File: config.mk
export PLATFORM = sky130hd
export DESIGN_NAME = dispatch
export DESIGN_NICKNAME = d
export VERILOG_FILES = /design/src/logic/dispatchCfgPkg.sv /design/src/logic/dispatchPacketPkg.sv /design/src/logic/dispatchCapacityCheck.sv /design/src/logic/branchMaskUpdate.sv /design/src/logic/backEndPacketSplit.sv /design/src/logic/dispatchStageReg.sv /design/src/logic/dispatch.sv
export SDC_FILE = /design/constraint.sdc
export NUM_CORES = 1
export LEC_CHECK = 0
export BUFFER_PORTS_ARGS = -buffer_cell sky130_fd_sc_hd__buf_2
export CAP_MARGIN = 20
export CORE_AREA = 3 3 354 356
export CTS_CLUSTER_DIAMETER = 40
export DETAILED_ROUTE_END_ITERATION = 12
export DIE_AREA = 0 0 357 359
export SKIP_LAST_GASP = 1
export SYNTH_ARGS = -nofsm -noshare
export SYNTH_HDL_FRONTEND = slang
export SYNTH_SLANG_ARGS = --single-unit
File: constraint.sdc
create_clock -name clk -period 15.66 [get_ports clk]
set_clock_uncertainty 0.2 [all_clocks]
set_input_delay 1.566 -clock clk [delete_from_list [all_inputs] [get_ports clk]]
set_output_delay 1.566 -clock clk [all_outputs]
set_load 0.02 [all_outputs]
File: src/logic/dispatchCfgPkg.sv
`default_nettype none

package dispatchCfgPkg;

  // Lanes in one dispatch group.
  localparam int DispatchWidth = 4;

  // Branch checkpoints and the width of their ids.
  localparam int Checkpoints    = 8;
  localparam int CheckpointsLog = 3;

  // Register tag widths.
  localparam int PhysRegLog = 7;
  localparam int LogRegLog  = 5;

  // Instruction field widths.
  localparam int PcWidth     = 32;
  localparam int ImmWidth    = 16;
  localparam int OpcodeWidth = 8;

  // Occupancy counts carry one extra bit so a full structure can be reported.
  localparam int LsqSizeLog        = 4;
  localparam int IssueQSizeLog     = 5;
  localparam int ActiveListSizeLog = 6;

  typedef logic [Checkpoints-1:0]    checkpointMaskT;
  typedef logic [CheckpointsLog-1:0] checkpointIdT;
  typedef logic [PhysRegLog-1:0]     physRegT;
  typedef logic [LogRegLog-1:0]      logRegT;
  typedef logic [PcWidth-1:0]        pcT;
  typedef logic [ImmWidth-1:0]       immT;
  typedef logic [OpcodeWidth-1:0]    opcodeT;

  typedef logic [LsqSizeLog:0]        lsqCntT;
  typedef logic [IssueQSizeLog:0]     issueqCntT;
  typedef logic [ActiveListSizeLog:0] alCntT;

endpackage

`default_nettype wire

File: src/logic/dispatchPacketPkg.sv
`default_nettype none

package dispatchPacketPkg;

  import dispatchCfgPkg::*;

  // One instruction as it leaves rename.
  typedef struct packed {
    pcT             pc;
    opcodeT         opcode;
    immT            immediate;
    logRegT         logDest;
    physRegT        phyDest;
    physRegT        phySrc1;
    physRegT        phySrc2;
    logic           isLoad;
    logic           isStore;
    logic           isBranch;
    checkpointIdT   checkpointId;
    checkpointMaskT branchMask;
  } renamedPktT;

  // Issue queue entry, everything needed to wake up and execute.
  typedef struct packed {
    opcodeT         opcode;
    immT            immediate;
    physRegT        phySrc1;
    physRegT        phySrc2;
    physRegT        phyDest;
    checkpointIdT   checkpointId;
    checkpointMaskT branchMask;
    logic           isLoad;
    logic           isStore;
  } issueqEntryT;

  // Active list entry, used at commit and on recovery.
  typedef struct packed {
    pcT      pc;
    logRegT  logDest;
    physRegT phyDest;
    logic    isLoad;
    logic    isStore;
    logic    isBranch;
  } alEntryT;

  // Load-store queue entry.
  typedef struct packed {
    checkpointMaskT branchMask;
    logic           isStore;
    logic           isLoad;
  } lsqEntryT;

  // Whole groups, lane 0 in the low slot.
  typedef renamedPktT     [DispatchWidth-1:0] renamedGroupT;
  typedef issueqEntryT    [DispatchWidth-1:0] issueqGroupT;
  typedef alEntryT        [DispatchWidth-1:0] alGroupT;
  typedef lsqEntryT       [DispatchWidth-1:0] lsqGroupT;
  typedef checkpointMaskT [DispatchWidth-1:0] maskGroupT;

endpackage

`default_nettype wire

File: src/logic/dispatchCapacityCheck.sv
`timescale 1ns/1ps
`default_nettype none

module dispatchCapacityCheck
  import dispatchCfgPkg::*;
  import dispatchPacketPkg::*;
#(
  parameter int LsqSize        = 16,
  parameter int IssueQSize     = 32,
  parameter int ActiveListSize = 64
)
(
  input  renamedGroupT renamedGroup_i,
  input  lsqCntT       loadQueueCnt_i,
  input  lsqCntT       storeQueueCnt_i,
  input  issueqCntT    issueQueueCnt_i,
  input  alCntT        activeListCnt_i,
  output logic         spaceStall_o
);

  localparam int LaneCntW = $clog2(DispatchWidth) + 1;
  localparam int LsqNeedW = LsqSizeLog + 2;
  localparam int IqNeedW  = IssueQSizeLog + 2;
  localparam int AlNeedW  = ActiveListSizeLog + 2;

  logic [LaneCntW-1:0] loadCnt;
  logic [LaneCntW-1:0] storeCnt;
  logic [LsqNeedW-1:0] loadNeed;
  logic [LsqNeedW-1:0] storeNeed;
  logic [IqNeedW-1:0]  issueqNeed;
  logic [AlNeedW-1:0]  alNeed;
  logic                loadStall;
  logic                storeStall;
  logic                issueqStall;
  logic                alStall;

  // Loads and stores in this group.
  always_comb
  begin
    loadCnt  = '0;
    storeCnt = '0;
    for (int lane = 0; lane < DispatchWidth; lane++)
    begin
      loadCnt  = loadCnt + LaneCntW'(renamedGroup_i[lane].isLoad);
      storeCnt = storeCnt + LaneCntW'(renamedGroup_i[lane].isStore);
    end
  end

  // Sums are one bit wider than the counts so they never wrap.
  assign loadNeed   = LsqNeedW'(loadQueueCnt_i) + LsqNeedW'(loadCnt);
  assign storeNeed  = LsqNeedW'(storeQueueCnt_i) + LsqNeedW'(storeCnt);
  assign issueqNeed = IqNeedW'(issueQueueCnt_i) + IqNeedW'(DispatchWidth);
  assign alNeed     = AlNeedW'(activeListCnt_i) + AlNeedW'(DispatchWidth);

  assign loadStall   = (loadNeed > LsqSize);
  assign storeStall  = (storeNeed > LsqSize);
  assign issueqStall = (issueqNeed > IssueQSize);
  assign alStall     = (alNeed > ActiveListSize);

  // Any single full structure holds the group back.
  assign spaceStall_o = loadStall | storeStall | issueqStall | alStall;

  // The back end never reports more entries than a structure holds.
  always_comb
  begin
    assert final ($isunknown(loadQueueCnt_i) || loadQueueCnt_i <= LsqSize)
      else $error("load queue count %0d above capacity", loadQueueCnt_i);
    assert final ($isunknown(storeQueueCnt_i) || storeQueueCnt_i <= LsqSize)
      else $error("store queue count %0d above capacity", storeQueueCnt_i);
    assert final ($isunknown(issueQueueCnt_i) || issueQueueCnt_i <= IssueQSize)
      else $error("issue queue count %0d above capacity", issueQueueCnt_i);
    assert final ($isunknown(activeListCnt_i) || activeListCnt_i <= ActiveListSize)
      else $error("active list count %0d above capacity", activeListCnt_i);
  end

endmodule

`default_nettype wire

File: src/logic/branchMaskUpdate.sv
`timescale 1ns/1ps
`default_nettype none

module branchMaskUpdate
  import dispatchCfgPkg::*;
  import dispatchPacketPkg::*;
(
  input  renamedGroupT renamedGroup_i,
  input  logic         ctrlVerified_i,
  input  checkpointIdT ctrlVerifiedId_i,
  output maskGroupT    updatedMask_o
);

  checkpointMaskT clearMask;

  // One-hot of the checkpoint that resolved correctly this cycle.
  always_comb
  begin
    clearMask = '0;
    if (ctrlVerified_i)
    begin
      clearMask[ctrlVerifiedId_i] = 1'b1;
    end
  end

  // Instructions no longer depend on a branch that is known good.
  always_comb
  begin
    for (int lane = 0; lane < DispatchWidth; lane++)
    begin
      updatedMask_o[lane] = renamedGroup_i[lane].branchMask & ~clearMask;
    end
  end

endmodule

`default_nettype wire

File: src/logic/backEndPacketSplit.sv
`timescale 1ns/1ps
`default_nettype none

module backEndPacketSplit
  import dispatchCfgPkg::*;
  import dispatchPacketPkg::*;
(
  input  renamedGroupT renamedGroup_i,
  input  maskGroupT    updatedMask_i,
  output issueqGroupT  issueqGroup_o,
  output alGroupT      alGroup_o,
  output lsqGroupT     lsqGroup_o
);

  always_comb
  begin
    for (int lane = 0; lane < DispatchWidth; lane++)
    begin
      // Issue queue side.
      issueqGroup_o[lane].opcode       = renamedGroup_i[lane].opcode;
      issueqGroup_o[lane].immediate    = renamedGroup_i[lane].immediate;
      issueqGroup_o[lane].phySrc1      = renamedGroup_i[lane].phySrc1;
      issueqGroup_o[lane].phySrc2      = renamedGroup_i[lane].phySrc2;
      issueqGroup_o[lane].phyDest      = renamedGroup_i[lane].phyDest;
      issueqGroup_o[lane].checkpointId = renamedGroup_i[lane].checkpointId;
      issueqGroup_o[lane].branchMask   = updatedMask_i[lane];
      issueqGroup_o[lane].isLoad       = renamedGroup_i[lane].isLoad;
      issueqGroup_o[lane].isStore      = renamedGroup_i[lane].isStore;

      // Active list keeps what commit and recovery need.
      alGroup_o[lane].pc       = renamedGroup_i[lane].pc;
      alGroup_o[lane].logDest  = renamedGroup_i[lane].logDest;
      alGroup_o[lane].phyDest  = renamedGroup_i[lane].phyDest;
      alGroup_o[lane].isLoad   = renamedGroup_i[lane].isLoad;
      alGroup_o[lane].isStore  = renamedGroup_i[lane].isStore;
      alGroup_o[lane].isBranch = renamedGroup_i[lane].isBranch;

      // LSQ entry is allocated for every lane, flags tell it apart.
      lsqGroup_o[lane].branchMask = updatedMask_i[lane];
      lsqGroup_o[lane].isStore    = renamedGroup_i[lane].isStore;
      lsqGroup_o[lane].isLoad     = renamedGroup_i[lane].isLoad;
    end
  end

endmodule

`default_nettype wire

File: src/logic/dispatchStageReg.sv
`timescale 1ns/1ps
`default_nettype none

module dispatchStageReg #(
  parameter type PayloadT = logic
)
(
  input  logic    clk,
  input  logic    arstN_i,
  input  logic    load_i,
  input  logic    flush_i,
  input  PayloadT data_i,
  output PayloadT data_o,
  output logic    valid_o
);

  PayloadT dataQ;
  logic    validQ;

  // Valid lasts one cycle per load.
  always_ff @(posedge clk or negedge arstN_i)
  begin
    if (!arstN_i)
    begin
      validQ <= 1'b0;
    end
    else
    begin
      validQ <= load_i & ~flush_i;
    end
  end

  always_ff @(posedge clk)
  begin
    if (load_i)
    begin
      dataQ <= data_i;
    end
  end

  assign data_o  = dataQ;
  assign valid_o = validQ;

  // The ready logic upstream already blocks dispatch during recovery.
  assert property (@(posedge clk) disable iff (!arstN_i) !(load_i && flush_i))
    else $error("dispatch load during recovery flush");

endmodule

`default_nettype wire

File: src/logic/dispatch.sv
`timescale 1ns/1ps
`default_nettype none

module dispatch
  import dispatchCfgPkg::*;
  import dispatchPacketPkg::*;
#(
  parameter int LsqSize        = 16,
  parameter int IssueQSize     = 32,
  parameter int ActiveListSize = 64
)
(
  input  logic         clk,
  input  logic         arstN_i,
  input  logic         renameReady_i,
  input  renamedGroupT renamedGroup_i,
  input  logic         flagRecoverEX_i,
  input  logic         ctrlVerified_i,
  input  checkpointIdT ctrlVerifiedId_i,
  input  lsqCntT       loadQueueCnt_i,
  input  lsqCntT       storeQueueCnt_i,
  input  issueqCntT    issueQueueCnt_i,
  input  alCntT        activeListCnt_i,
  output logic         backEndReady_o,
  output logic         stallFrontEnd_o,
  output maskGroupT    updatedBranchMask_o,
  output issueqGroupT  issueqGroup_o,
  output alGroupT      alGroup_o,
  output lsqGroupT     lsqGroup_o,
  output logic         dispatchValid_o
);

  logic        spaceStall;
  issueqGroupT issueqGroup;
  alGroupT     alGroup;
  lsqGroupT    lsqGroup;

  dispatchCapacityCheck #(
    .LsqSize        (LsqSize),
    .IssueQSize     (IssueQSize),
    .ActiveListSize (ActiveListSize)
  ) u_capacityCheck (
    .renamedGroup_i  (renamedGroup_i),
    .loadQueueCnt_i  (loadQueueCnt_i),
    .storeQueueCnt_i (storeQueueCnt_i),
    .issueQueueCnt_i (issueQueueCnt_i),
    .activeListCnt_i (activeListCnt_i),
    .spaceStall_o    (spaceStall)
  );

  // Masks also go back to the rename pipeline register.
  branchMaskUpdate u_branchMaskUpdate (
    .renamedGroup_i   (renamedGroup_i),
    .ctrlVerified_i   (ctrlVerified_i),
    .ctrlVerifiedId_i (ctrlVerifiedId_i),
    .updatedMask_o    (updatedBranchMask_o)
  );

  backEndPacketSplit u_packetSplit (
    .renamedGroup_i (renamedGroup_i),
    .updatedMask_i  (updatedBranchMask_o),
    .issueqGroup_o  (issueqGroup),
    .alGroup_o      (alGroup),
    .lsqGroup_o     (lsqGroup)
  );

  // Group moves on only when it fits and no squash is under way.
  assign backEndReady_o  = renameReady_i & ~spaceStall & ~flagRecoverEX_i;
  assign stallFrontEnd_o = spaceStall;

  dispatchStageReg #(
    .PayloadT (issueqGroupT)
  ) u_issueqReg (
    .clk     (clk),
    .arstN_i (arstN_i),
    .load_i  (backEndReady_o),
    .flush_i (flagRecoverEX_i),
    .data_i  (issueqGroup),
    .data_o  (issueqGroup_o),
    .valid_o (dispatchValid_o)
  );

  // Same load and flush, so one valid covers all three groups.
  dispatchStageReg #(
    .PayloadT (alGroupT)
  ) u_alReg (
    .clk     (clk),
    .arstN_i (arstN_i),
    .load_i  (backEndReady_o),
    .flush_i (flagRecoverEX_i),
    .data_i  (alGroup),
    .data_o  (alGroup_o),
    .valid_o ()
  );

  dispatchStageReg #(
    .PayloadT (lsqGroupT)
  ) u_lsqReg (
    .clk     (clk),
    .arstN_i (arstN_i),
    .load_i  (backEndReady_o),
    .flush_i (flagRecoverEX_i),
    .data_i  (lsqGroup),
    .data_o  (lsqGroup_o),
    .valid_o ()
  );

  // Rename only offers fully formed groups.
  assert property (@(posedge clk) disable iff (!arstN_i)
    renameReady_i |-> !$isunknown(renamedGroup_i))
    else $error("renamed group offered with unknown bits");

endmodule

`default_nettype wire

==> metrics, run 1 <==
final wirelength 79720 um; hpwl dp 68780 um; post-CTS sizing 0; die extent in x 357 um; peak supply drop 0.00009290 V; Filler cells 13440; crit-path cells buf_2, ha_1, inv_1, fa_1, inv_1, ha_1, inv_1, fa_1, xnor2_1, nor3b_2, nor3b_2, a311o_1, and4b_4, buf_4, buf_4, buf_4; Req. time, crit path 15.71 ns; RD Place Congestion 0.9307; Sw Share 23.44%; Seq/Total Area, Yosys 89.75%; Int Pwr 2.302 mW; Sw Pwr 704.8 uW; # port buffers 909; CTS Sinks 385; Mapped Nets 993; Synth-to-Final Area Change 67.55%; Row Count 128; Clock Path Buffers 3; Hold Crit Class input port to async pin; CTS Buf Count 70; crit path max fanout 69; combinational share of power 5.9%; cells after synthesis 564; Main synth FF type edfxtp_1; Critical-path top delay cell buf_4; Power Density 139.3 nW/um^2; hold buffer count at CTS 0; Via density 3.005; f_max 0.1471 GHz; CTS clk-pin slew, worst paths 0.05 ns; Post-route DRC 0; Clock Tree Root clkbuf_16; # setup viols final 0; I/O pin cnt 910; max incr delay on CP 0.80 ns; global-route wire length before repair 97930 um; Synth top area share 89.55%; Worst slew margin 35.30%; WL/cell 25.08 um; routed vias 9553; Power, Total 3.006 mW; vias in the first global route 9547; Post-CTS Setup Inserts 0; Area contributors post-synth edfxtp_1 (90%), buf_4 (4.4%), ha_1 (0.97%), nor2b_1 (0.92%), and2_1 (0.78%); share of cells above drive strength 1 67.82%; Yosys cell types 27; #FFs+latches synth 385; Worst setup SP type input port; htree depth 3; GRT Util Overall 11.98%; Detail Route Antenna Nets 0; max_cap viols 0; Core ar. 122000 sq um; power share of the clock group 55.4%; Hold Vio Cnt, Final 0; outcome finished clean; mapped cell area 12880 sq um; yosys synthesis warning count 0; Post-synth top cells edfxtp_1 (384), buf_4 (76), nor2b_1 (19), and2_1 (16), inv_1 (16); gr ovfl total 0; Buffers & Inverters on Critical Path 7; First-pass DRT Iterations 5; delay-heaviest family, CP buffers and inverters; sequential cell fraction of total power 38.8%; NumNets Final 1905; CTS tree yes; worst slew pin tran 0.9705 ns; pin count of the biggest net entering global routing 70; max-slew violation total from the final report 0; setup TNS 0 ns; critical path capture point type register; crit path kind input port to register; fraction of registers with async set/reset 0.2597%; Mapped Avg Cell Area 22.83 sq um; Worst Path Arrival 6.85 ns; initial antenna violation count 91; RSZ-0062 raised after global routing no; Tmin final 6.797 ns; Die Footprint 128200 sq um; 1st-iter DRT viols 867; LEAKAGE 8.675 nW; period utilization 43.41%; Initial Util 10.55%; Die Ht 359 um; Post-synth EDFFs 384; cell with the most instances after synthesis edfxtp_1; area leader, netlist edfxtp_1
## logic make-up after synthesis
group | count (synthesis) | synth area share [%]
simple gates | 59 | 2.973
fa+ha+maj | 14 | 1.594
compound gates | 10 | 0.5150
buf+inv | 92 | 4.898
flops | 385 | 89.75
xor+xnor | 4 | 0.2721
## how the worst max path moves through the flow
stage                       start                       to  slack, ns  cells past startpoint
6_report       renamedGroup_i[12]      u_alReg.data_o[176]       8.86                     16
3_5_place_dp   renamedGroup_i[12]       u_alReg.data_o[28]       8.19                     16
4_1_cts        renamedGroup_i[12]      u_alReg.data_o[176]       8.87                     16
3_3_place_gp   renamedGroup_i[12]       u_alReg.data_o[28]       8.24                     16
2_1_floorplan  renamedGroup_i[12]           backEndReady_o       1.39                     12
5_1_grt        renamedGroup_i[12]  u_issueqReg.data_o[198]       8.51                     16
## power groups by stage
stage | clock network (mW) | logic, mW | registers (mW)
floorplan | 0 | 0.0424 | 1.22
global placement | 0 | 0.179 | 1.19
detailed placement | 0 | 0.181 | 1.19
CTS | 1.72 | 0.182 | 1.17
global route | 1.77 | 0.191 | 1.17
finish | 1.66 | 0.176 | 1.17
## registers in the layout (all words and copies together), names as in the netlist
register,flops
u_issueqReg.valid_o,1
u_lsqReg.data_o,12
u_alReg.data_o,184
u_issueqReg.data_o,188
## stage by stage
stage / cells / setup slack, ns / hold slack [ns] / util, % / area, sq um
after floorplan: 564 / 1.392 / 1.070 / - / 12880
after global placement: 3029 / 8.239 / 1.142 / 15.52 / 18940
after detailed placement: 3029 / 8.191 / 1.144 / 15.52 / 18940
after CTS: 3157 / 8.874 / 0.4319 / 17.63 / 21520
after global routing: 3160 / 8.507 / 0.4506 / 17.64 / 21530
final: 3179 / 8.863 / 0.5061 / 17.68 / 21570
## placed cells by master, fill, tap and decap left out, types with 2 or more instances in the layout
| master | n |
|---|---|
| a21oi_1 | 2 |
| and2_1 | 16 |
| buf_2 | 909 |
| buf_4 | 7 |
| bufinv_16 | 13 |
| clkbuf_1 | 5 |
| clkbuf_16 | 72 |
| clkinv_1 | 3 |
| clkinv_2 | 5 |
| clkinv_4 | 4 |
| clkinv_8 | 4 |
| clkinvlp_4 | 3 |
| diode_2 | 22 |
| edfxtp_1 | 384 |
| fa_1 | 4 |
| ha_1 | 10 |
| inv_1 | 16 |
| inv_6 | 11 |
| inv_8 | 7 |
| nand2_1 | 3 |
| nand3_1 | 3 |
| nand4_1 | 2 |
| nand4b_1 | 4 |
| nor2b_1 | 19 |
| nor3_1 | 3 |
| nor3b_1 | 3 |
| nor3b_2 | 2 |
| o211ai_1 | 2 |
| o21ai_0 | 3 |
| xnor2_1 | 2 |
| xor2_1 | 2 |
## layout make-up
type / count / area [sq um] / share of cell area [%]
diodes: 22 / 55.05 / 0.2552
clock buffers: 77 / 1821 / 8.438
clock inverters: 51 / 754.5 / 3.497
inverters: 16 / 60.06 / 0.2784
multi-input cells: 87 / 693.2 / 3.213
flip-flops and latches: 385 / 11560 / 53.56
well taps: 1625 / 2033 / 9.424
repair buffers: 916 / 4602 / 21.33
## layer usage
layer,vias up,track usage [%],wire length [um]
li1,3967,-,-
met1,4590,14.15,30970
met2,778,17.60,33700
met3,190,7.508,12410
met4,28,4.093,2457
met5,-,0,188
Note: power is estimated with default switching activity, not from simulation.
==> run 2: changes to the inputs <==
==> constraint.sdc (replaced) <==
create_clock -name clk -period 6.9 [get_ports clk]
set_clock_uncertainty 0.2 [all_clocks]
set_input_delay 0.69 -clock clk [delete_from_list [all_inputs] [get_ports clk]]
set_output_delay 0.69 -clock clk [all_outputs]
set_load 0.02 [all_outputs]
==> run 2 against run 1 <==
Against the previous run:
- sequential power up 130%
- final cell count up 12%
- design area up 17%
- global-route usage up 0.52 points
- utilization up 3.0 points
- setup slack worse by 7.5 ns
- total power up 130%
- clock-buffer cell count up 9
- first-iteration DRC count up 0.69%
- sequential cell count unchanged
- highest routed layer unchanged
==> metrics, run 2 (synthesized netlist as in run 1, its figures left out) <==
placed standard-cell area 19020 sq um; combinational share of power 8.3%; crit-path cells dlygate4sd3_1, buf_2, ha_1, inv_1, fa_1, inv_1, ha_1, inv_1, fa_1, xnor2_1, nor3b_2, nor3b_2, a311o_1, and4b_4, buf_2; outcome finished clean; CTS clk-pin slew, worst paths 0.05 ns; area of the multi-input gates 703.2 sq um; Req. time, crit path 6.01 ns; Power Density 278.6 nW/um^2; 1st-iter DRT viols 873; crit path max fanout 22; FF+latch area 11560 sq um; worst slew pin tran 0.8158 ns; global-route wire length before repair 105000 um; Final Cell Area 25240 sq um; WL/cell 23.43 um; Tmin final 5.518 ns; Hold Vio Cnt, Final 0; hpwl dp 68790 um; Worst path most repeated cell inv_1; setup ws final 1.382 ns; Die Ht 359 um; gr ovfl total 0; NumNets Final 2268; Sw Share 24.35%; most frequent cells in the layout buf_2 (909), edfxtp_1 (384), dlygate4sd3_1 (351); Post-route DRC 0; GRT Util Overall 12.50%; power share of the clock group 54.1%; die extent in x 357 um; Power, Total 7.030 mW; CTS Sinks 385; Hold Crit Class input port to register; Largest register FFs 188; Clock Tree Root clkbuf_16; Detail Route Antenna Nets 0; CTS tree yes; max incr delay on CP 0.72 ns; LEAKAGE 10.19 nW; Initial Util 10.55%; Buffers & Inverters on Critical Path 6; period utilization 79.98%; RSZ-0062 raised after global routing no; Die Footprint 128200 sq um; Sw Pwr 1.712 mW; Worst slew margin 45.37%; initial antenna violation count 41; Setup WS pre-CTS 1.868 ns; delay-heaviest family, CP adder cells; most common cell after layout, fill and taps aside buf_2; Synth-to-Final Area Change 96.01%; max_cap viols 0; setup TNS 0 ns; Int Pwr 5.318 mW; peak supply drop 0.0001941 V; I/O pin cnt 910; Row Count 128; Critical-path top delay cell and4b_4; share of cells above drive strength 1 55.51%; routed vias 10820; critical path capture point type output port; Clock Path Buffers 3; CTS Buf Count 80; RD Place Congestion 0.9313; Filler cells 13160; # setup viols final 0; # port buffers 909; vias in the first global route 11510; Final Hold Slack 0.07063 ns; Via density 3.051; f_max 0.1812 GHz; crit path kind input port to output port; pin count of the biggest net entering global routing 110; Core ar. 122000 sq um; Worst setup SP type input port; max-slew violation total from the final report 0; final wirelength 83080 um; sequential cell fraction of total power 37.7%; htree depth 3; First-pass DRT Iterations 7; Worst Path Arrival 4.63 ns
-- run 2: final timing paths --
kind	start	endpoint	slack, ns	cells past startpoint
max	renamedGroup_i[12]	backEndReady_o	1.38	15
min	renamedGroup_i[380]	u_alReg.data_o[184]	0.07	1
min in group asynchronous	arstN_i	u_issueqReg.valid_o	0.17	2
max in group asynchronous	arstN_i	u_issueqReg.valid_o	6.24	2
-- run 2: what timing repair did --
item                                   4_1_cts  5_1_grt
endpoints found under the hold margin      351        0
setup buffers                                0        0
hold buffers                               351        0
resized for setup                            0        0
-- run 2: routing by layer --
| metal | share of wire, % | vias up | routed length [um] | GRT usage, % |
|---|---|---|---|---|
| met5 | 0.11 | - | 88 | 0 |
| met4 | 3.3 | 14 | 2757 | 4.587 |
| met1 | 37 | 5193 | 30600 | 13.48 |
| li1 | - | 4702 | - | - |
| met2 | 44 | 751 | 36780 | 19.31 |
| met3 | 15 | 160 | 12850 | 8.467 |
-- run 2: power by group through the flow --
stage               Clock (mW)  Sequential (mW)  Combinational [mW]
floorplan                    0             2.75              0.0966
global placement             0             2.69               0.399
detailed placement           0             2.69               0.407
CTS                       3.94             2.65               0.591
global route              4.05             2.65               0.625
finish                    3.80             2.65               0.581
-- run 2: layout make-up --
cell class	instances	area share, %
clock inverter	61	2.444
clock buffer	86	8.106
antenna	17	0.1686
sequential	385	45.79
tap	1625	8.056
timing repair buffer	1269	32.41
multi-input combinational	87	2.786
inverter	16	0.2380
-- run 2: per-stage QoR --
stage,instances,utilization (%)
6_report,3546,20.68
5_1_grt,3532,20.65
4_1_cts,3529,20.65
3_5_place_dp,3031,15.58
3_3_place_gp,3031,15.58
2_1_floorplan,564,-
